File: src/patch_match_macros.svh
`ifndef PATCH_MATCH_MACROS_SVH
`define PATCH_MATCH_MACROS_SVH

// Patch geometry
`define PM_DATA_WIDTH 11           // Bits per pixel
`define PM_PATCH_SIZE 5            // Pixels per query patch

// Patch memory
`define PM_ADDR_WIDTH 9
`define PM_DEPTH      512
`define PM_WORD_WIDTH 64           // Patch padded up to a whole number of bytes
`define PM_LANES      8            // Byte lanes per word

// Worst case SAD is 5 * 2047 = 10235
`define PM_SAD_WIDTH  14

// Wishbone word address that maps to memory word 0
`define PM_WB_BASE    32'h0000_0200

`endif
File: src/patch_match_pkg.sv
`include "patch_match_macros.svh"

package patch_match_pkg;

    typedef logic [`PM_DATA_WIDTH-1:0] pixel_t;
    typedef pixel_t [`PM_PATCH_SIZE-1:0] patch_t;     // Pixel 0 in the low bits
    typedef logic [`PM_WORD_WIDTH-1:0] ram_word_t;
    typedef logic [`PM_ADDR_WIDTH-1:0] ram_addr_t;
    typedef logic [`PM_LANES-1:0] byte_mask_t;
    typedef logic [`PM_SAD_WIDTH-1:0] sad_t;
    typedef logic [`PM_ADDR_WIDTH:0] match_cnt_t;     // Holds 1 to PM_DEPTH

    // Wishbone classic, master to slave
    typedef struct packed {
        logic        cyc;
        logic        stb;
        logic        we;
        logic [3:0]  sel;
        logic [31:0] adr;
        logic [31:0] dat;
    } wb_req_t;

    // Wishbone classic, slave to master
    typedef struct packed {
        logic        ack;
        logic [31:0] dat;
    } wb_rsp_t;

    typedef struct packed {
        patch_t     target;
        ram_addr_t  first;
        match_cnt_t count;
    } match_cmd_t;

    typedef struct packed {
        ram_addr_t best_addr;
        sad_t      best_sad;
    } match_res_t;

    typedef enum logic [1:0] {
        IDLE,
        SWEEP,
        DRAIN
    } matcher_state_e;

endpackage

File: src/wb_patch_port.sv
`timescale 1ns/1ps
`include "patch_match_macros.svh"

module wb_patch_port (
    input  logic                        clk_i,
    input  logic                        arst_n_i,
    input  patch_match_pkg::wb_req_t    wb_i,
    input  patch_match_pkg::ram_word_t  rdata0_i,
    output patch_match_pkg::wb_rsp_t    wb_o,
    output logic                        cs0_o,
    output logic                        we0_o,
    output patch_match_pkg::ram_addr_t  addr0_o,
    output patch_match_pkg::byte_mask_t wmask_o,
    output patch_match_pkg::ram_word_t  wdata0_o
);
    import patch_match_pkg::*;

    logic [31:0] word_addr;   // Bus address relative to the memory window
    logic        in_win;
    logic        req;
    logic [2:0]  lane;
    logic        ack_q;
    logic        rd_q;        // In-window read waiting for memory data
    logic        half_q;      // Upper half requested
    logic [31:0] rd_dat;

    // A request held over its ack cycle must not access the memory twice
    assign req = wb_i.cyc & wb_i.stb & ~ack_q;

    // Addresses below the base wrap around and land out of window too
    assign word_addr = wb_i.adr - `PM_WB_BASE;
    assign in_win    = word_addr < `PM_DEPTH;

    // Lane select travels in the data word, sel is not decoded
    assign lane = wb_i.dat[13:11];

    assign cs0_o   = req & in_win;
    assign we0_o   = wb_i.we;
    assign addr0_o = word_addr[`PM_ADDR_WIDTH-1:0];

    // One-hot mask and the byte moved into its lane
    assign wmask_o  = byte_mask_t'(1) << lane;
    assign wdata0_o = ram_word_t'(wb_i.dat[7:0]) << {lane, 3'b000};

    always_ff @(posedge clk_i or negedge arst_n_i) begin
        if (!arst_n_i) begin
            ack_q  <= 1'b0;
            rd_q   <= 1'b0;
            half_q <= 1'b0;
        end else begin
            ack_q <= req;                            // Acks out-of-window accesses as well
            rd_q  <= req & in_win & ~wb_i.we;
            if (req) begin
                half_q <= wb_i.dat[11];
            end
        end
    end

    // Read data is steered in the cycle the memory answers
    always_comb begin
        if (!rd_q) begin
            rd_dat = '0;                             // Writes and out-of-window reads
        end else if (half_q) begin
            rd_dat = 32'(rdata0_i[$bits(patch_t)-1:32]);
        end else begin
            rd_dat = rdata0_i[31:0];
        end
    end

    assign wb_o.ack = ack_q;
    assign wb_o.dat = rd_dat;

endmodule

File: config.mk
export PLATFORM = sky130hd
export DESIGN_NAME = wb_patch_port
export DESIGN_NICKNAME = d
export VERILOG_FILES = /design/src/patch_match_pkg.sv /design/src/wb_patch_port.sv
export VERILOG_INCLUDE_DIRS = /design/src
export SDC_FILE = /design/constraint.sdc
export NUM_CORES = 1
export LEC_CHECK = 0
export ABC_AREA = 1
export BUFFER_PORTS_ARGS = -buffer_cell sky130_fd_sc_hd__buf_2
export CORE_AREA = 2 2 97 99
export CTS_BUF_LIST = sky130_fd_sc_hd__clkbuf_8
export CTS_CLUSTER_DIAMETER = 60
export CTS_CLUSTER_SIZE = 40
export DETAILED_ROUTE_END_ITERATION = 6
export DIE_AREA = 0 0 99 101
export PLACE_DENSITY_LB_ADDON = 0.12
export SLEW_MARGIN = 10
export SYNTH_ARGS = -nofsm -noshare
export SYNTH_HDL_FRONTEND = slang
export SYNTH_SLANG_ARGS = --single-unit
File: constraint.sdc
create_clock -name clk_i -period 6.2 [get_ports clk_i]
set_input_delay 1.55 -clock clk_i [delete_from_list [all_inputs] [get_ports clk_i]]
set_output_delay 1.55 -clock clk_i [all_outputs]
set_load 0.05 [all_outputs]
==> metrics, run 1 <==
r2r setup slk around 4.3 ns; setup ws final 1.32 ns; Synth top cells by count nor2_1 (153), nand2_1 (62), inv_1 (52); area of the multi-input gates ~1300 um^2; Critical R2R Launch half_q; setup violators final 0; Top FF cell, synth dfrtp_1; # diodes 0; Worst Setup End Kind output port; Routed WL approximately 7500 um; maximum clock insertion buffer count 2; Comb pwr share between 60% and 70%; Sw Share a little over half; number of synthesized flops with an enable pin 0; Non-Filler Instances about 670; DR vias/cell 4.17; Crit path required time between 4 and 5 ns; Max Freq between 0.2 and 0.25 GHz; WL/cell between 10 and 15 um; Sum Neg Setup Slack 0 ns; top-count cell post-synth nor2_1; dominant cells by area after synthesis nor2_1 (34%), nand2_1 (14%), inv_1 (11%); Die X roughly 99 um; hold path depth 1; Async SR Flop Fraction 100%; RSZ-0062 raised after global routing no; Worst Hold End ack_q; vias about 2,800; register area 75.1 um^2; Net Count, Synth around 500; CP arrival 3.33 ns; slew margin rel. between 50% and 60%; fillers between 1,000 and 1,500; VDD IR-drop max ~0.049 mV; die height approximately 100 um; CTS tree yes; number of synthesized register bits 3; H-tree depth 1; Pleak between 1.5 and 2 nW; row count 35; clock-pin slew on the worst setup and hold paths ~0.03 ns; cell area after layout 2780 um^2; initial antenna violation count 0; Int Power roughly 0.00011 W; worst slew pin tran around 0.66 ns; post-route ant nets 0; DP Wirelength about 6500 um; MaxCap Viol Count 0; P&R area growth vs syn 63.5%; Clock Latency Late Sink about 0.21 ns; Yosys top cell by area nor2_1; GP Congestion 0.820; post_cts resized 0; Initial Util between 10% and 20%; clock power share roughly 22%; Num Clock Sinks 3; global-route wire length before repair ~11,000 um; run status finished, final reports clean; Port-buffer cells 200; CP Launch Type primary input; NumNets Final around 690; Slew Viols, Final 0; Setup Crit Path Kind in -> out; setup bufs post-CTS 0; Remaining DRCs 0; CTS Hold Bufs 0; P_sw 0.000132 W; vias in the first global route 2,317; syn_area_per_cell about 4.6 um^2; Tcrit/Tclk final approximately 79%; Placed Instances approximately 660; final hold vios 0; Congestion Overflow GR 0; CTS Buf Count 3; power per standard cell area around 87 nW/um^2; Pre-antenna DRT Iters 4; Initial DRC Count 77; fin util a little under a third; sequential share of power 11.2%; worst r2r dst half_q; post-synthesis sequential area ratio under 10%; clk_skew roughly 0.002 ns; FF-to-FF path depth 2; placed instance area 2740 um^2; Tmin final 4.88 ns; Cell Area, Synth approximately 1700 um^2; largest net degree at the start of global routing 26; clk root buf clkbuf_8; Yosys top cell area share around a third; Synth warnings 0; dpl ws about 1.3 ns; die area between 9000 and 10,000 um^2; Synth Instances approximately 370; Distinct cells, synth 23; All-Layer GR Usage 13.3%; worst min path class reg -> reg; Critical Path Fanout Max 10; I/O Pins 253; total core area 8980 um^2; layout cells sized above 1 between 40% and 50%; HP Start ack_q
==> cells by family after synthesis <==
| logic type | share of synthesized area [%] |
|---|---|
| AND/OR/NAND/NOR | 67.9 |
| buffers and inverters | 18.1 |
| AO/OA/AOI/OAI | 8.82 |
| flip-flops | 4.41 |
| adder cells (fa/ha/maj) | 0.735 |
==> through the flow <==
stage,total power (W),hold slack (ns)
floorplan,0.000144,0.433
global placement,0.000190,0.476
detailed placement,0.000190,0.490
CTS,0.000246,0.494
global route,0.000263,0.536
finish,0.000242,0.481
==> critical path, cell delays in order <==
cell,delay [ns]
buf_2,0.12
inv_1,0.22
ha_1,0.31
nand2_4,0.10
nor2_8,0.19
nand3_2,0.08
a21oi_1,0.18
nand2_1,0.08
nor2_2,0.09
nand3_2,0.09
inv_1,0.06
buf_2,0.25
==> state kept, by name, summed over array words and instances (netlist names) <==
signal	flops
ack_q	1
half_q	1
rd_q	1
==> power by group through the flow <==
stage                     Combinational, W   Clock, W  Sequential [W]
after floorplan                   0.000122          0       0.0000225
after global placement            0.000162          0       0.0000278
after detailed placement          0.000162          0       0.0000275
after CTS                         0.000163  0.0000559       0.0000273
after global routing              0.000177  0.0000573       0.0000284
final                             0.000161  0.0000539       0.0000270
==> placed cells by master (no fill, tap or decap) <==
master	count
dfrtp_1	3
inv_1	53
nor2_1	153
buf_2	200
nor2_4	6
and2_1	1
a21oi_1	1
o21ai_0	26
o21bai_1	1
nor2_2	5
nand4_1	5
ha_1	1
nand3_1	13
nor2_8	1
nand3b_1	3
nor3_1	8
nand2_1	62
nand3_2	3
a21boi_1	1
clkbuf_8	3
nand2_2	2
clkinv_1	2
nand2_4	2
==> layout make-up <==
| class | count | area share (%) |
|---|---|---|
| Tap cell | 111 | 4.99 |
| Clock inverter | 1 | 0.135 |
| Timing Repair Buffer | 200 | 36.0 |
| Inverter | 54 | 7.29 |
| Multi-Input combinational cell | 294 | 47.4 |
| Clock buffer | 3 | 1.48 |
| Sequential cell | 3 | 2.70 |
==> per-layer routing <==
layer / wire [um] / up-vias / global-route usage, %
met5: 0 / - / 0
met4: 29 / 0 / 2.63
met3: 557 / 6 / 2.64
met2: 3820 / 107 / 24.3
met1: 3130 / 1183 / 16.2
li1: - / 1479 / -
==> worst max path at each step <==
stage                   from  slack (ns)  cells after the start      endpoint
floorplan           wb_i[12]        0.83                      4  wdata0_o[56]
global placement    wb_i[41]        1.28                     12         cs0_o
detailed placement  wb_i[41]        1.28                     12         cs0_o
CTS                 wb_i[41]        1.28                     12         cs0_o
global route        wb_i[41]        1.08                     12         cs0_o
finish              wb_i[41]        1.32                     12         cs0_o
Power figures use the tool's default switching activity.
==> run 2, diff against run 1 <==
Settings changed: ABC_AREA 1 to 0, CORE_AREA 2 2 97 99 to 2 2 98 100, DIE_AREA 0 0 99 101 to 0 0 100 102.
Clock period 6.2 ns to 4.55 ns, I/O delays scaled along.
==> run 2 against run 1 <==
Largest cell class unchanged. Combinational power grew 39%. Critical path type unchanged. Highest routed layer unchanged. Synthesized area shrank 13%. Die area grew 2.0%.
==> metrics, run 2 <==
# diodes 0; global-route wire length before repair between 9000 and 10,000 um; Routed WL 6690 um; largest net degree at the start of global routing 25; P_sw between 0.00015 and 0.0002 W; worst min path class reg -> reg; CP Launch Type primary input; Most common cell on crit path buf_2; Tmin final ~4.2 ns; vias in the first global route between 1,500 and 2,000; Async SR Flop Fraction between 90% and 100%; WL/cell between 10 and 15 um; Distinct cells, synth 38; DR vias/cell between 4 and 5; met1 usage between 10% and 20%; NumNets Final 533; fin util 28.3%; syn_area_per_cell approximately 7 um^2; Net Count, Synth about 340; Sw Share between 40% and 50%; row count 35; Crit path required time approximately 3.4 ns; clk_skew 0.000684 ns; worst slew pin tran about 0.6 ns; setup bufs post-CTS 0; Top FF cell, synth dfrtp_1; Yosys top cell area share a little under a third; die height 102 um; run status finished, final reports clean; Tcrit/Tclk final around nine tenths; CP arrival 3.03 ns; Worst Setup End Kind output port; DP Wirelength a little under 6000 um; power per standard cell area about 130 nW/um^2; Pre-antenna DRT Iters 4; Regs by FF count ack_q x1, half_q x1, rd_q x1; Port-buffer cells 200; vias slightly above 2,000; Comb pwr share about two thirds; All-Layer GR Usage 11.8%; GRT met3 Usage 3.01%; Max Freq about 0.24 GHz; most frequent cells in the layout buf_2 (200), and2_1 (73), nor2b_1 (26); post-route ant nets 0; post_cts resized 0; clk root buf clkbuf_8; GP Congestion ~0.79; Slew Viols, Final 0; Sum Neg Setup Slack 0 ns; RSZ-0062 raised after global routing no; die area between 10,000 and 15,000 um^2; Hold Worst Slack between 0.7 and 0.8 ns; area of the multi-input gates 1270 um^2; Worst path max stage delay about 0.58 ns; sequential share of power 10.9%; MaxCap Viol Count 0; Slowest-stage cell, CP or4_1; Congestion Overflow GR 0; Clock Latency Late Sink around 0.21 ns; slew margin rel. about three fifths; cell family with most CP delay simple AND/OR/NAND/NOR gates; top-count cell post-synth and2_1; CTS Buf Count 3; Initial Util roughly 16%; layout cells sized above 1 54.3%; Most Used Layer, Global Route met2; H-tree depth 1; Int Power ~0.00017 W; Initial DRC Count 19; Non-Filler Instances approximately 510; Pleak 1.55 nW; fillers roughly 1,000; number of synthesized flops with an enable pin 0; number of synthesized register bits 3; CTS tree yes; total core area just over 9000 um^2; Die X roughly 100 um; commonest non-fill, non-tap cell in the layout buf_2; Yosys top cell by area and2_1; setup violators final 0; clock power share 22.2%; Cell Area, Synth 1480 um^2; CP Cell Sequence buf_2 > inv_1 > ha_1 > nand4b_1 > xnor2_1 > or4_1 > nor3_2 > buf_2; initial antenna violation count 0; I/O Pins ~250; final hold vios 0; P&R area growth vs syn 74.9%; CTS Hold Bufs 0; dominant cells by area after synthesis and2_1 (31%), mux2i_1 (16%), nor2b_1 (11%); register area approximately 75 um^2; Setup Crit Path Kind in -> out; Synth warnings 0; clock-pin slew on the worst setup and hold paths roughly 0.030 ns; Remaining DRCs 0; met2 Resource Use GR about 21%; Num Clock Sinks 3; maximum clock insertion buffer count 2; worst path bufs/invs 3; post-synthesis sequential area ratio between 5 and 6%; Synth Instances 205; Placed Instances 501; Critical Path Fanout Max 9; VDD IR-drop max ~0.06 mV; Synth top cells by count and2_1 (73), nor2b_1 (26), mux2i_1 (23)
run 2: cell count changes after synthesis, sizes merged, moves of 4 or more:
cell / delta
and2: +72
inv: -49
mux2i: +23
nand2: -61
nand3: -15
nand4: -4
nor2: -159
nor2b: +26
nor4: +7
o21ai: -23
run 2: layer usage:
layer	up-vias	part of all wire, %
met5	-	0
met3	2	9.2
li1	1059	-
met2	117	48
met4	0	0.36
met1	891	42
run 2: final timing paths:
kind	depth (start not counted)	slack [ns]	from	to
max in group asynchronous	1	3.72	arst_n_i	rd_q
min in group asynchronous	1	0.72	arst_n_i	ack_q
hold reg to reg	2	0.71	ack_q	ack_q
setup reg to reg	5	2.61	ack_q	rd_q
hold / removal	2	0.71	ack_q	ack_q
setup / recovery	8	0.38	wb_i[41]	cs0_o
run 2: worst min-delay path, delay by kind of cell (launching register included):
family / cells / cell delay, ns
and+or+nand+nor: 1 / 0.24
DFF: 1 / 0.36
buffers and inverters: 1 / 0.06
run 2: kinds of logic (layout without fill, tap and decap cells):
logic type	count (synthesis)	after routing	synth area share, %
and+or+nand+nor	142	142	63.2
muxes	24	24	16.4
buffers and inverters	23	212	8.74
AOI/OAI and AO/OA	11	11	5.17
DFF	3	3	5.09
adders and majority gates	1	1	0.848
xor gates and xnor gates	1	1	0.594
run 2: layout make-up:
class,instances,area share [%]
tap,111,5.38
sequential,3,2.91
multi-input combinational,179,49.3
clock inverter,1,0.145
timing repair buffer,205,40.3
clock buffer,3,1.60
inverter,3,0.436
run 2: metrics by stage:
step,setup slack (ns),instance area (um^2),power [W]
6_report,0.380,2580,0.000333
5_1_grt,0.222,2580,0.000355
4_1_cts,0.337,2580,0.000338
3_5_place_dp,0.333,2530,0.000262
3_3_place_gp,0.356,2530,0.000261
2_1_floorplan,0.0193,1480,0.000197
run 2: power groups by stage:
stage / Combinational [W] / Clock [W] / Sequential (W)
floorplan: 0.000167 / 0 / 0.0000296
global placement: 0.000224 / 0 / 0.0000369
detailed placement: 0.000225 / 0 / 0.0000370
CTS: 0.000226 / 0.0000750 / 0.0000367
global route: 0.000239 / 0.0000782 / 0.0000370
finish: 0.000223 / 0.0000738 / 0.0000363
