[src/patch_match_macros.svh]
`ifndef PATCH_MATCH_MACROS_SVH
`define PATCH_MATCH_MACROS_SVH

// Patch geometry
`define PM_DATA_WIDTH 11           // Bits per pixel
`define PM_PATCH_SIZE 5            // Pixels per query patch

// Patch memory
`define PM_ADDR_WIDTH 9
`define PM_DEPTH      512
`define PM_WORD_WIDTH 64           // Patch padded up to a whole number of bytes
`define PM_LANES      8            // Byte lanes per word

// Worst case SAD is 5 * 2047 = 10235
`define PM_SAD_WIDTH  14

// Wishbone word address that maps to memory word 0
`define PM_WB_BASE    32'h0000_0200

`endif
[src/patch_match_pkg.sv]
`include "patch_match_macros.svh"

package patch_match_pkg;

    typedef logic [`PM_DATA_WIDTH-1:0] pixel_t;
    typedef pixel_t [`PM_PATCH_SIZE-1:0] patch_t;     // Pixel 0 in the low bits
    typedef logic [`PM_WORD_WIDTH-1:0] ram_word_t;
    typedef logic [`PM_ADDR_WIDTH-1:0] ram_addr_t;
    typedef logic [`PM_LANES-1:0] byte_mask_t;
    typedef logic [`PM_SAD_WIDTH-1:0] sad_t;
    typedef logic [`PM_ADDR_WIDTH:0] match_cnt_t;     // Holds 1 to PM_DEPTH

    // Wishbone classic, master to slave
    typedef struct packed {
        logic        cyc;
        logic        stb;
        logic        we;
        logic [3:0]  sel;
        logic [31:0] adr;
        logic [31:0] dat;
    } wb_req_t;

    // Wishbone classic, slave to master
    typedef struct packed {
        logic        ack;
        logic [31:0] dat;
    } wb_rsp_t;

    typedef struct packed {
        patch_t     target;
        ram_addr_t  first;
        match_cnt_t count;
    } match_cmd_t;

    typedef struct packed {
        ram_addr_t best_addr;
        sad_t      best_sad;
    } match_res_t;

    typedef enum logic [1:0] {
        IDLE,
        SWEEP,
        DRAIN
    } matcher_state_e;

endpackage

[src/patch_sad_matcher.sv]
`timescale 1ns/1ps
`include "patch_match_macros.svh"

module patch_sad_matcher (
    input  logic                        clk_i,
    input  logic                        arst_n_i,
    input  logic                        start_i,
    input  patch_match_pkg::match_cmd_t cmd_i,
    input  patch_match_pkg::ram_word_t  rdata1_i,
    output logic                        cs1_o,
    output patch_match_pkg::ram_addr_t  addr1_o,
    output logic                        busy_o,
    output logic                        done_o,
    output patch_match_pkg::match_res_t res_o
);
    import patch_match_pkg::*;

    matcher_state_e state_q;
    match_cnt_t     left_q;     // Addresses still to issue
    logic           drain_q;
    logic           accept;

    ram_addr_t      addr_q;
    patch_t         target_q;

    // Words in flight
    logic           v1_q;       // Memory data valid this cycle
    logic           v2_q;       // SAD ready for compare
    ram_addr_t      a1_q;
    ram_addr_t      a2_q;
    sad_t           sad_d;
    sad_t           sad_q;

    logic           first_q;    // No word compared yet for this command
    logic           upd;
    match_res_t     best_q;

    assign accept = start_i && (state_q == IDLE);   // Starts while busy are dropped

    always_ff @(posedge clk_i or negedge arst_n_i) begin
        if (!arst_n_i) begin
            state_q <= IDLE;
            left_q  <= '0;
            drain_q <= 1'b0;
        end else begin
            case (state_q)
                IDLE: begin
                    if (start_i) begin
                        state_q <= SWEEP;
                        left_q  <= cmd_i.count;
                    end
                end
                SWEEP: begin
                    left_q <= left_q - 1'b1;
                    if (left_q == match_cnt_t'(1)) begin
                        state_q <= DRAIN;
                        drain_q <= 1'b0;
                    end
                end
                DRAIN: begin
                    // Two cycles for the last read and its compare
                    if (drain_q) begin
                        state_q <= IDLE;
                    end
                    drain_q <= 1'b1;
                end
                default: state_q <= IDLE;
            endcase
        end
    end

    always_ff @(posedge clk_i) begin
        if (accept) begin
            addr_q   <= cmd_i.first;
            target_q <= cmd_i.target;
        end else if (state_q == SWEEP) begin
            addr_q <= addr_q + 1'b1;
        end
        a1_q  <= addr_q;
        a2_q  <= a1_q;
        sad_q <= sad_d;
    end

    // Sum of absolute pixel differences of the returning word
    always_comb begin
        patch_t cand;
        pixel_t diff;
        cand  = rdata1_i[$bits(patch_t)-1:0];
        sad_d = '0;
        for (int p = 0; p < `PM_PATCH_SIZE; p++) begin
            diff  = (cand[p] > target_q[p]) ? cand[p] - target_q[p] : target_q[p] - cand[p];
            sad_d = sad_d + sad_t'(diff);
        end
    end

    // Strictly smaller only, so the lower address keeps a tie
    assign upd = v2_q && (first_q || (sad_q < best_q.best_sad));

    always_ff @(posedge clk_i or negedge arst_n_i) begin
        if (!arst_n_i) begin
            v1_q    <= 1'b0;
            v2_q    <= 1'b0;
            first_q <= 1'b0;
            best_q  <= '0;
        end else begin
            v1_q <= cs1_o;
            v2_q <= v1_q;
            if (accept) begin
                first_q <= 1'b1;
            end else if (upd) begin
                first_q <= 1'b0;
            end
            if (upd) begin
                best_q.best_addr <= a2_q;
                best_q.best_sad  <= sad_q;
            end
        end
    end

    // Last compare is forwarded so the result is final while done is high
    always_comb begin
        res_o = best_q;
        if (upd) begin
            res_o.best_addr = a2_q;
            res_o.best_sad  = sad_q;
        end
    end

    assign cs1_o   = (state_q == SWEEP);
    assign addr1_o = addr_q;
    assign busy_o  = (state_q != IDLE);
    assign done_o  = (state_q == DRAIN) && drain_q;

endmodule

[config.mk]
export PLATFORM = sky130hd
export DESIGN_NAME = patch_sad_matcher
export DESIGN_NICKNAME = d
export VERILOG_FILES = /design/src/patch_match_pkg.sv /design/src/patch_sad_matcher.sv
export VERILOG_INCLUDE_DIRS = /design/src
export SDC_FILE = /design/constraint.sdc
export NUM_CORES = 1
export LEC_CHECK = 0
export BUFFER_PORTS_ARGS = -buffer_cell sky130_fd_sc_hd__buf_2
export CAP_MARGIN = 10
export CORE_ASPECT_RATIO = 1.5
export CORE_UTILIZATION = 30
export CTS_CLUSTER_DIAMETER = 100
export DETAILED_ROUTE_END_ITERATION = 7
export PLACE_DENSITY = 0.5
export SYNTH_ARGS = -nofsm -noshare
export SYNTH_HDL_FRONTEND = slang
export SYNTH_SLANG_ARGS = --single-unit
[constraint.sdc]
create_clock -name clk_i -period 10.76 [get_ports clk_i]
set_input_delay 2.152 -clock clk_i [delete_from_list [all_inputs] [get_ports clk_i]]
set_output_delay 2.152 -clock clk_i [all_outputs]
set_load 0.01 [all_outputs]
==> summary.md, run 1 <==
| Metric | Value |
|---|---|
| TritonCTS Sinks | approximately 140 |
| Die height | 233.9 um |
| Drt wl/cell | ~15 um |
| Die extent in x | 156.6 um |
| Maximum VDD drop | 220.9 uV |
| HP Class | flip-flop to flip-flop |
| Post-synth top cells | inv_1 (196), ha_1 (135), a21oi_1 (75), edfxtp_1 (64), o21ai_0 (53) |
| Launching point of the worst reg2reg path | target_q[2] |
| CP Data Required Time | 11.09 ns |
| Min-delay src | a1_q[0] |
| WS Path Type | primary input to flip-flop |
| Worst Hold End | a2_q[0] |
| Fmax achieved | 127.0 MHz |
| Area grow syn2layout | 17.11% |
| Initial Util | between 30% and 40% |
| Max_slew headroom | between 20% and 30% |
| Syn Std Cell Area | about 11,000 sq um |
| GRT Resource Usage Total | 15.01% |
| Post-synth EDFFs | 64 |
| Initial antenna violation count | 2 |
| Clk Latency, worst-skew pair | between 0.4 and 0.5 ns |
| Cell with the most instances after synthesis | inv_1 |
| Setup WS post-layout | roughly 2.9 ns |
| FF-to-FF path depth | 19 |
| Reg2reg setup slack | 4.27 ns |
| Critical Path End Type | flip-flop |
| Final Net Count | between 1.5k and 2k |
| Vias in the first global route | roughly 8.3k |
| TritonRoute pass-1 iters | 4 |
| Total Power | about 0.0034 W |
| Cells after Synth | ~1.1k |
| Via count | roughly 8.1k |
| Critical R2R Capture | sad_q[11] |
| RSZ-0062 raised after global routing | no |
| Syn. warnings | 0 |
| CTS Buffer Depth | 2 |
| Final setup fails | 0 |
| Placer Congestion | 0.8376 |
| # rows | 84 |
| Routed WL | ~26,000 um |
| Starting DRT DRC Count | about 340 |
| Crit share post-route | about three quarters |
| Vias per inst | approximately 4.6 |
| Netlist cell types | 68 |
| Inserted Diodes | 0 |
| Pleak | between 6 and 7 nW |
| Worst Max-Slew Pin Slew | 1.142 ns |
| Die area | 36,640 sq um |
| CTS tree | done |
| Seq/Total Area, Yosys | between 30% and 40% |
| Largest net degree at the start of global routing | 53 |
| CTS buffer count | 17 |
| First-pass GRT wire length | roughly 42,000 um |
| Setup_tns | 0 ns |
| Max Slew Vio Count | 0 |
| Layout cells sized above 1 | about a fifth |
| Remaining Overflow, GRT | 0 |
| Final Hold Violating Endpoints | 0 |
| Core Region | 35,210 sq um |
| Yosys reg bits | approximately 140 |
| Placed Cells | 1,714 |
| Syn_area_per_cell | about 9.7 sq um |
| Synthesized net count | 1,426 |
| Hold Path Stages | 0 |
| Max FO, Critical Path | 9 |
| Tmin final | 7.871 ns |
| Post-DP HPWL | 21,380 um |
| Crit start category | primary input |
| Worst-path clk slew | 0.06 ns |
| Max Cap Viol | 0 |
| I/O Buffers | ~170 |
| Clock Root Buffer | clkbuf_16 |
| Cts repair resizes | 0 |
| Post-synth top area share | between 10% and 20% |
| Async SR Flop Fraction | 28.89% |
| # H-tree levels | 4 |
| Grt met2 use | between 20% and 30% |
| Total setup buffers inserted after CTS | 0 |
| Most Used Layer, Global Route | met2 |
| PwrDens | roughly 270 nW/um^2 |
| Post-route insts no fill | 1,746 |
| Top post-synthesis cells by area | edfxtp_1 (18%), ha_1 (16%), dfrtp_1 (9.1%), fa_1 (7.8%), inv_1 (6.8%) |
| CP arrival | 8.20 ns |
| Met3 usage | between 2 and 2.5% |
| Synth area leader | edfxtp_1 |
| CTS Hold Bufs | 0 |
| Post-synth top flop | edfxtp_1 |
| Final Skew | between 0.007 and 0.008 ns |
| GR met1 Demand/Resource | roughly 16% |
| DP Worst Slack | 2.385 ns |
| Crit. Startpoint | rdata1_i[8] |
| DRT antenna net count | 0 |
| Top-level I/O count | between 150 and 200 |
| Status | completed |
| DRC violations left | 0 |
kinds of logic (layout without fill, tap and decap cells):
kind of cell | Yosys count | in the layout | synth area share [%]
and+or+nand+nor | 187 | 187 | 8.560
DFF | 135 | 135 | 32.89
AOI/OAI and AO/OA | 251 | 251 | 15.10
xor gates and xnor gates | 61 | 61 | 4.966
muxes | 66 | 66 | 6.501
adders and majority gates | 177 | 177 | 23.52
buffers and inverters | 231 | 396 | 8.467
worst max-delay path by stage:
stage	endpoint	slack, ns	cells past startpoint
global placement	sad_q[13]	2.48	21
global route	sad_q[11]	2.39	21
finish	sad_q[11]	2.89	21
CTS	sad_q[13]	2.87	21
floorplan	sad_q[11]	3.46	21
detailed placement	sad_q[13]	2.38	21
state kept, by name, summed over array words and instances (netlist names):
| register | cells |
|---|---|
| a1_q | 9 |
| a2_q | 9 |
| addr1_o | 9 |
| best_q | 23 |
| drain_q | 1 |
| first_q | 1 |
| left_q | 10 |
| sad_q | 14 |
| state_q | 2 |
| target_q | 55 |
| v1_q | 1 |
| v2_q | 1 |
routing by layer:
metal | routed length (um) | share of wire, %
met1 | 10290 | 39
met2 | 14540 | 56
met3 | 787 | 3.0
met4 | 550 | 2.1
met5 | 11 | 0.042
layout by cell type (no fill, tap or decap), drive strengths merged, types with 11 or more instances in the layout:
| master | n |
|---|---|
| a21o | 45 |
| a21oi | 75 |
| buf | 167 |
| clkbuf | 21 |
| dfrtp | 39 |
| dfxtp | 32 |
| edfxtp | 64 |
| fa | 42 |
| ha | 135 |
| inv | 202 |
| mux2 | 28 |
| mux2i | 38 |
| nand2 | 50 |
| nand2b | 11 |
| nand3 | 27 |
| nor2 | 40 |
| o21ai | 56 |
| xnor2 | 35 |
| xor2 | 26 |
power by group:
| group | total, W | switching [W] | leakage, nW | internal (W) |
|---|---|---|---|---|
| Sequential | 0.000829 | 0.0000878 | 1.32 | 0.000741 |
| Combinational | 0.00201 | 0.00110 | 4.59 | 0.000909 |
| Clock | 0.000591 | 0.000250 | 0.281 | 0.000341 |
| Total | 0.00343 | 0.00144 | 6.19 | 0.00199 |
cell type report:
cell class	instances	area (sq um)
clock buffers	21	471.7
clock inverters	11	110.1
fillers	3647	22610
inverters	197	739.5
multi-input cells	742	6309
flip-flops and latches	135	3538
well taps	473	591.8
repair buffers	167	838.3
metrics by stage:
stage,hold WS (ns),utilization [%],cell area (sq um)
CTS,0.3288,35.78,12600
floorplan,0.3096,-,10760
detailed placement,0.3121,34.13,12020
finish,0.3262,35.78,12600
global route,0.3306,35.78,12600
global placement,0.3126,34.13,12020
worst max-delay path: stages:
cell and delay, ns:
buf_2 0.09, inv_1 0.04, ha_1 0.40, a21oi_1 0.13, o21ai_0 0.31, o21ai_0 0.20
a21oi_1 0.89, mux2_2 0.45, fa_1 0.51, inv_1 0.07, fa_1 0.51, fa_1 0.54
inv_1 0.04, ha_1 0.21, fa_1 0.40, a21o_1 0.19, a21oi_1 0.26, o21ai_0 0.13
a31oi_1 0.35, o21ai_0 0.19, xnor2_1 0.15
(Power assumes the default switching activity.)
==> run 2, diff against run 1 <==
==> constraint.sdc (replaced) <==
create_clock -name clk_i -period 8 [get_ports clk_i]
set_input_delay 1.6 -clock clk_i [delete_from_list [all_inputs] [get_ports clk_i]]
set_output_delay 1.6 -clock clk_i [all_outputs]
set_load 0.01 [all_outputs]
==> summary.md, run 2 (same netlist as run 1, synthesis figures left out) <==
| Metric | Value |
|---|---|
| CTS Buffer Depth | 2 |
| RSZ-0062 raised after global routing | no |
| # rows | between 80 and 90 |
| Core Region | around 35,000 sq um |
| Area grow syn2layout | 17.89% |
| GRT Resource Usage Total | around 15% |
| Final Hold Violating Endpoints | 0 |
| Buf/Inv on CP | 4 |
| Crit start category | primary input |
| Die height | approximately 230 um |
| Total setup buffers inserted after CTS | 0 |
| Final setup fails | 0 |
| Commonest cells after routing, fill and taps aside | inv_1 (195), buf_2 (166), ha_1 (135) |
| Clk Latency, worst-skew pair | 0.44 ns |
| Cts repair resizes | 0 |
| Vias in the first global route | between 8k and 9k |
| PwrDens | around 370 nW/um^2 |
| CP dominant cell by count | fa_1 |
| Placed Cells | ~1.7k |
| Via count | slightly above 8k |
| Worst-path clk slew | roughly 0.060 ns |
| Setup_tns | 0 ns |
| Clock Power Share | between 15 and 20% |
| Post-route insts no fill | ~1.8k |
| Largest net degree at the start of global routing | 53 |
| Remaining Overflow, GRT | 0 |
| Max_slew headroom | about 30% |
| Max Slew Vio Count | 0 |
| Hold Slack | 0.3264 ns |
| Status | completed |
| Fmax achieved | about 150 MHz |
| Delay-heaviest family, CP | adder cells |
| Register Area | about 3500 sq um |
| Slowest cell delay on critical path | roughly 0.62 ns |
| Crit share post-route | around 86% |
| DRC violations left | 0 |
| Clock Root Buffer | clkbuf_16 |
| First-pass GRT wire length | ~42,000 um |
| Crit. Startpoint | rdata1_i[18] |
| DP Worst Slack | about 0.66 ns |
| Seq pwr share | 24.0% |
| Switch Pwr | ~0.0019 W |
| Switch share | 41.26% |
| Max FO, Critical Path | 11 |
| Reg with most FFs | target_q |
| CTS tree | done |
| Die area | between 30,000 and 40,000 sq um |
| Largest registers | target_q (55), best_q (23), sad_q (14) |
| CP arrival | about 7.2 ns |
| CTS Hold Bufs | 0 |
| Initial Util | 30.55% |
| Final Net Count | roughly 1.6k |
| I/O Buffers | between 150 and 200 |
| Placer Congestion | 0.8382 |
| Max Cap Viol | 0 |
| Combinational share of power | 57.9% |
| Most common cell after layout, fill and taps aside | inv_1 |
| Starting DRT DRC Count | approximately 320 |
| Reg2reg setup slack | 2.01 ns |
| Area of the multi-input gates | roughly 6300 sq um |
| Vias per inst | around 4.7 |
| Initial antenna violation count | 3 |
| Fill cells | ~3.6k |
| CP max stage cell | or4_1 |
| Die extent in x | between 150 and 200 um |
| WS Path Type | primary input to flip-flop |
| DRT antenna net count | 0 |
| Layout cells sized above 1 | around a fifth |
| Largest register FFs | 55 |
| Critical Path End Type | flip-flop |
| Min-delay src | a1_q[6] |
| HP Class | flip-flop to flip-flop |
| Routed WL | between 20,000 and 30,000 um |
| Maximum VDD drop | around 320 uV |
| TritonCTS Sinks | 135 |
| CTS buffer count | 17 |
| Cell-internal power | ~0.0027 W |
| Setup WS post-layout | ~1.1 ns |
| Post-DP HPWL | 21,680 um |
| Drt wl/cell | roughly 15 um |
| Final Skew | just over 0.01 ns |
| Top-level I/O count | 176 |
| Pleak | between 6 and 7 nW |
| CP Data Required Time | between 8 and 9 ns |
| Worst Max-Slew Pin Slew | approximately 1.0 ns |
| Crit path cell chain | buf_2 -> inv_1 -> ha_1 -> nand2_1 -> or4_1 -> o21ai_2 -> or2_1 -> mux2_2 -> fa_1 -> inv_1 -> fa_1 -> fa_1 -> inv_1 -> ha_1 -> fa_1 -> a21o_1 -> a21oi_1 -> o21ai_0 -> a31oi_1 -> o22ai_1 -> o21a_1 |
| Launching point of the worst reg2reg path | target_q[18] |
| TritonRoute pass-1 iters | 5 |
| Tmin final | between 6 and 7 ns |
| # H-tree levels | 4 |
[run 2: power groups by stage]
stage / registers [W] / logic (W) / clock network [W]
after global placement: 0.00113 / 0.00273 / 0
final: 0.00112 / 0.00270 / 0.000840
after detailed placement: 0.00114 / 0.00275 / 0
after CTS: 0.00112 / 0.00277 / 0.000866
after floorplan: 0.00110 / 0.00204 / 0
after global routing: 0.00115 / 0.00310 / 0.000889
[run 2: layout make-up]
cell class              count  share of cell area, %
well taps                 473                  4.667
multi-input cells         742                  49.74
repair buffers            172                  6.906
clock inverters            10                  1.016
flip-flops and latches    135                  27.90
diodes                      1                0.01973
inverters                 197                  5.831
clock buffers              22                  3.917
[run 2: layer usage]
metal	vias up	wire (um)	global-route usage [%]
met5	-	8	0
met4	2	558	6.036
met3	32	702	2.532
met2	135	14710	29.12
met1	3886	10470	15.81
li1	4097	-	-
[run 2: worst reg2reg max path, cell delays in order, from the launching register on]
cell      delay, ns
edfxtp_1       0.39
ha_1           0.49
nand2_1        0.16
or4_1          0.62
o21ai_2        0.12
or2_1          0.21
mux2_2         0.38
fa_1           0.52
inv_1          0.07
fa_1           0.51
fa_1           0.55
inv_1          0.04
ha_1           0.21
fa_1           0.40
a21o_1         0.19
a21oi_1        0.26
o21ai_0        0.13
a31oi_1        0.33
o22ai_1        0.14
o21a_1         0.18
[run 2: final timing paths]
kind / end / cells after the start
setup / recovery: sad_q[13] / 21
setup reg to reg: sad_q[13] / 19
min in group asynchronous: best_q[22] / 1
max in group asynchronous: best_q[10] / 1
hold reg to reg: a2_q[6] / 0
hold / removal: a2_q[6] / 0
[run 2: metrics by stage]
step	cell area, sq um	power (W)	util (%)
4_1_cts	12680	0.004759	36.01
5_1_grt	12680	0.005134	36.02
3_3_place_gp	12050	0.003858	34.24
2_1_floorplan	10760	0.003144	-
3_5_place_dp	12050	0.003888	34.24
6_report	12680	0.004656	36.02
==> run 3, diff against run 2 <==
--- a/config.mk
+++ b/config.mk
@@ -9,6 +9,7 @@
 export BUFFER_PORTS_ARGS = -buffer_cell sky130_fd_sc_hd__buf_2
 export CAP_MARGIN = 10
 export CORE_ASPECT_RATIO = 1.5
+export CORE_MARGIN = 1
 export CORE_UTILIZATION = 30
 export CTS_CLUSTER_DIAMETER = 100
 export DETAILED_ROUTE_END_ITERATION = 7
==> constraint.sdc (replaced) <==
create_clock -name clk_i -period 7.1 [get_ports clk_i]
set_input_delay 1.42 -clock clk_i [delete_from_list [all_inputs] [get_ports clk_i]]
set_output_delay 1.42 -clock clk_i [all_outputs]
set_load 0.01 [all_outputs]
==> summary.md, run 3 (same netlist as run 1, synthesis figures left out) <==
| Metric | Value |
|---|---|
| Status | completed |
| Vias in the first global route | around 8k |
| Final setup fails | 0 |
| Worst-path clk slew | roughly 0.060 ns |
| Reg2reg setup slack | approximately 1.3 ns |
| Max FO, Critical Path | 4 |
| Die height | around 230 um |
| HP Class | flip-flop to flip-flop |
| Total setup buffers inserted after CTS | 0 |
| DRC violations left | 0 |
| Commonest cells after routing, fill and taps aside | inv_1 (195), buf_2 (166), ha_1 (135) |
| Drt wl/cell | 14.98 um |
| Final Skew | 0.01376 ns |
| GRT Resource Usage Total | 14.77% |
| DRT antenna net count | 0 |
| Most common cell after layout, fill and taps aside | inv_1 |
| TritonCTS Sinks | between 100 and 150 |
| CTS buffer count | 17 |
| CP Data Required Time | approximately 7.4 ns |
| I/O Buffers | between 150 and 200 |
| Initial antenna violation count | 2 |
| Placer Congestion | around 0.84 |
| TritonRoute pass-1 iters | 4 |
| Tmin final | roughly 6.5 ns |
| Largest register FFs | between 50 and 60 |
| Crit start category | primary input |
| Top-level I/O count | 176 |
| Critical Path End Type | flip-flop |
| Die area | 36,640 sq um |
| Worst Max-Slew Pin Slew | around 1.1 ns |
| Pleak | between 6 and 7 nW |
| CTS Hold Bufs | 0 |
| Reg with most FFs | target_q |
| Clock Root Buffer | clkbuf_16 |
| First-pass GRT wire length | 40,810 um |
| CTS tree | done |
| RSZ-0062 raised after global routing | no |
| Max Slew Vio Count | 0 |
| Initial Util | around 31% |
| Final Net Count | between 1.5k and 2k |
| # H-tree levels | 4 |
| Clk Latency, worst-skew pair | around 0.45 ns |
| Die extent in x | 156.6 um |
| Starting DRT DRC Count | ~360 |
| Remaining Overflow, GRT | 0 |
| Cts repair resizes | 0 |
| Largest net degree at the start of global routing | 53 |
| Largest registers | target_q (55), best_q (23), sad_q (14) |
| PwrDens | 409.5 nW/um^2 |
| Fmax achieved | roughly 150 MHz |
| Maximum VDD drop | ~430 uV |
| Crit share post-route | between 90% and 100% |
| Max Cap Viol | 0 |
| Via count | between 8k and 9k |
| Final Hold Violating Endpoints | 0 |
| Post-DP HPWL | approximately 22,000 um |
| CTS Buffer Depth | 2 |
| Area grow syn2layout | 18.39% |
| Vias per inst | ~4.6 |
| Core Region | approximately 35,000 sq um |
| # rows | 84 |
| WS Path Type | primary input to flip-flop |
| Setup_tns | 0 ns |
| CP arrival | ~6.8 ns |
| Routed WL | 26,450 um |
| Layout cells sized above 1 | between 20% and 30% |
| Total Power | approximately 0.0052 W |
| Max_slew headroom | 28.09% |
| Fill cells | 3,621 |
## run 3: through the flow
stage | utilization (%) | hold WS (ns) | worst slack (ns) | cell area (sq um) | std cells
floorplan | - | 0.3096 | 0.5272 | 10760 | 1108
global placement | 34.53 | 0.3115 | 0.1636 | 12160 | 1733
detailed placement | 34.53 | 0.3121 | 0.1484 | 12160 | 1733
CTS | 36.17 | 0.3303 | 0.6118 | 12730 | 1765
global route | 36.17 | 0.3336 | 0.2716 | 12730 | 1765
finish | 36.17 | 0.3278 | 0.5917 | 12740 | 1766
## run 3: metal layers
layer  global-route usage [%]  up-vias  routed length (um)
li1                         -     4118                   -
met1                    15.23     3885               10430
met2                    28.78      127               14750
met3                    2.994       31                 771
met4                    5.637        0                 501
met5                        0        -                   0
## run 3: final cells by class
type	count	area, sq um	share of cell area [%]
Multi-Input combinational cell	742	6309	49.53
Clock inverter	13	110.1	0.8645
Antenna cell	1	2.502	0.01965
Sequential cell	135	3538	27.78
Clock buffer	19	464.2	3.645
Inverter	197	739.5	5.806
Timing Repair Buffer	186	980.9	7.702
Tap cell	473	591.8	4.647
## run 3: worst paths after layout
path | startpoint | endpoint | cells past startpoint
max | rdata1_i[48] | sad_q[13] | 21
min | a1_q[2] | a2_q[2] | 0
max reg2reg | target_q[53] | sad_q[13] | 19
min reg2reg | a1_q[2] | a2_q[2] | 0
max in group asynchronous | arst_n_i | state_q[1] | 1
min in group asynchronous | arst_n_i | best_q[22] | 1
## run 3: critical path, stage by stage
cell,delay [ns]
buf_2,0.10
inv_1,0.04
ha_1,0.34
a21o_1,0.20
or3_1,0.32
o21ai_1,0.29
o31a_2,0.26
mux2_2,0.39
fa_1,0.54
inv_1,0.07
fa_1,0.52
fa_1,0.54
inv_1,0.04
ha_1,0.22
fa_1,0.40
a21o_1,0.19
a21oi_1,0.18
o21ai_0,0.10
a31oi_1,0.33
o22ai_1,0.15
o21a_1,0.19
## run 3: power by group
part	total [W]	internal, W	switching [W]
Clock	0.000876	0.000487	0.000390
Combinational	0.00308	0.00141	0.00167
Sequential	0.00126	0.00112	0.000134
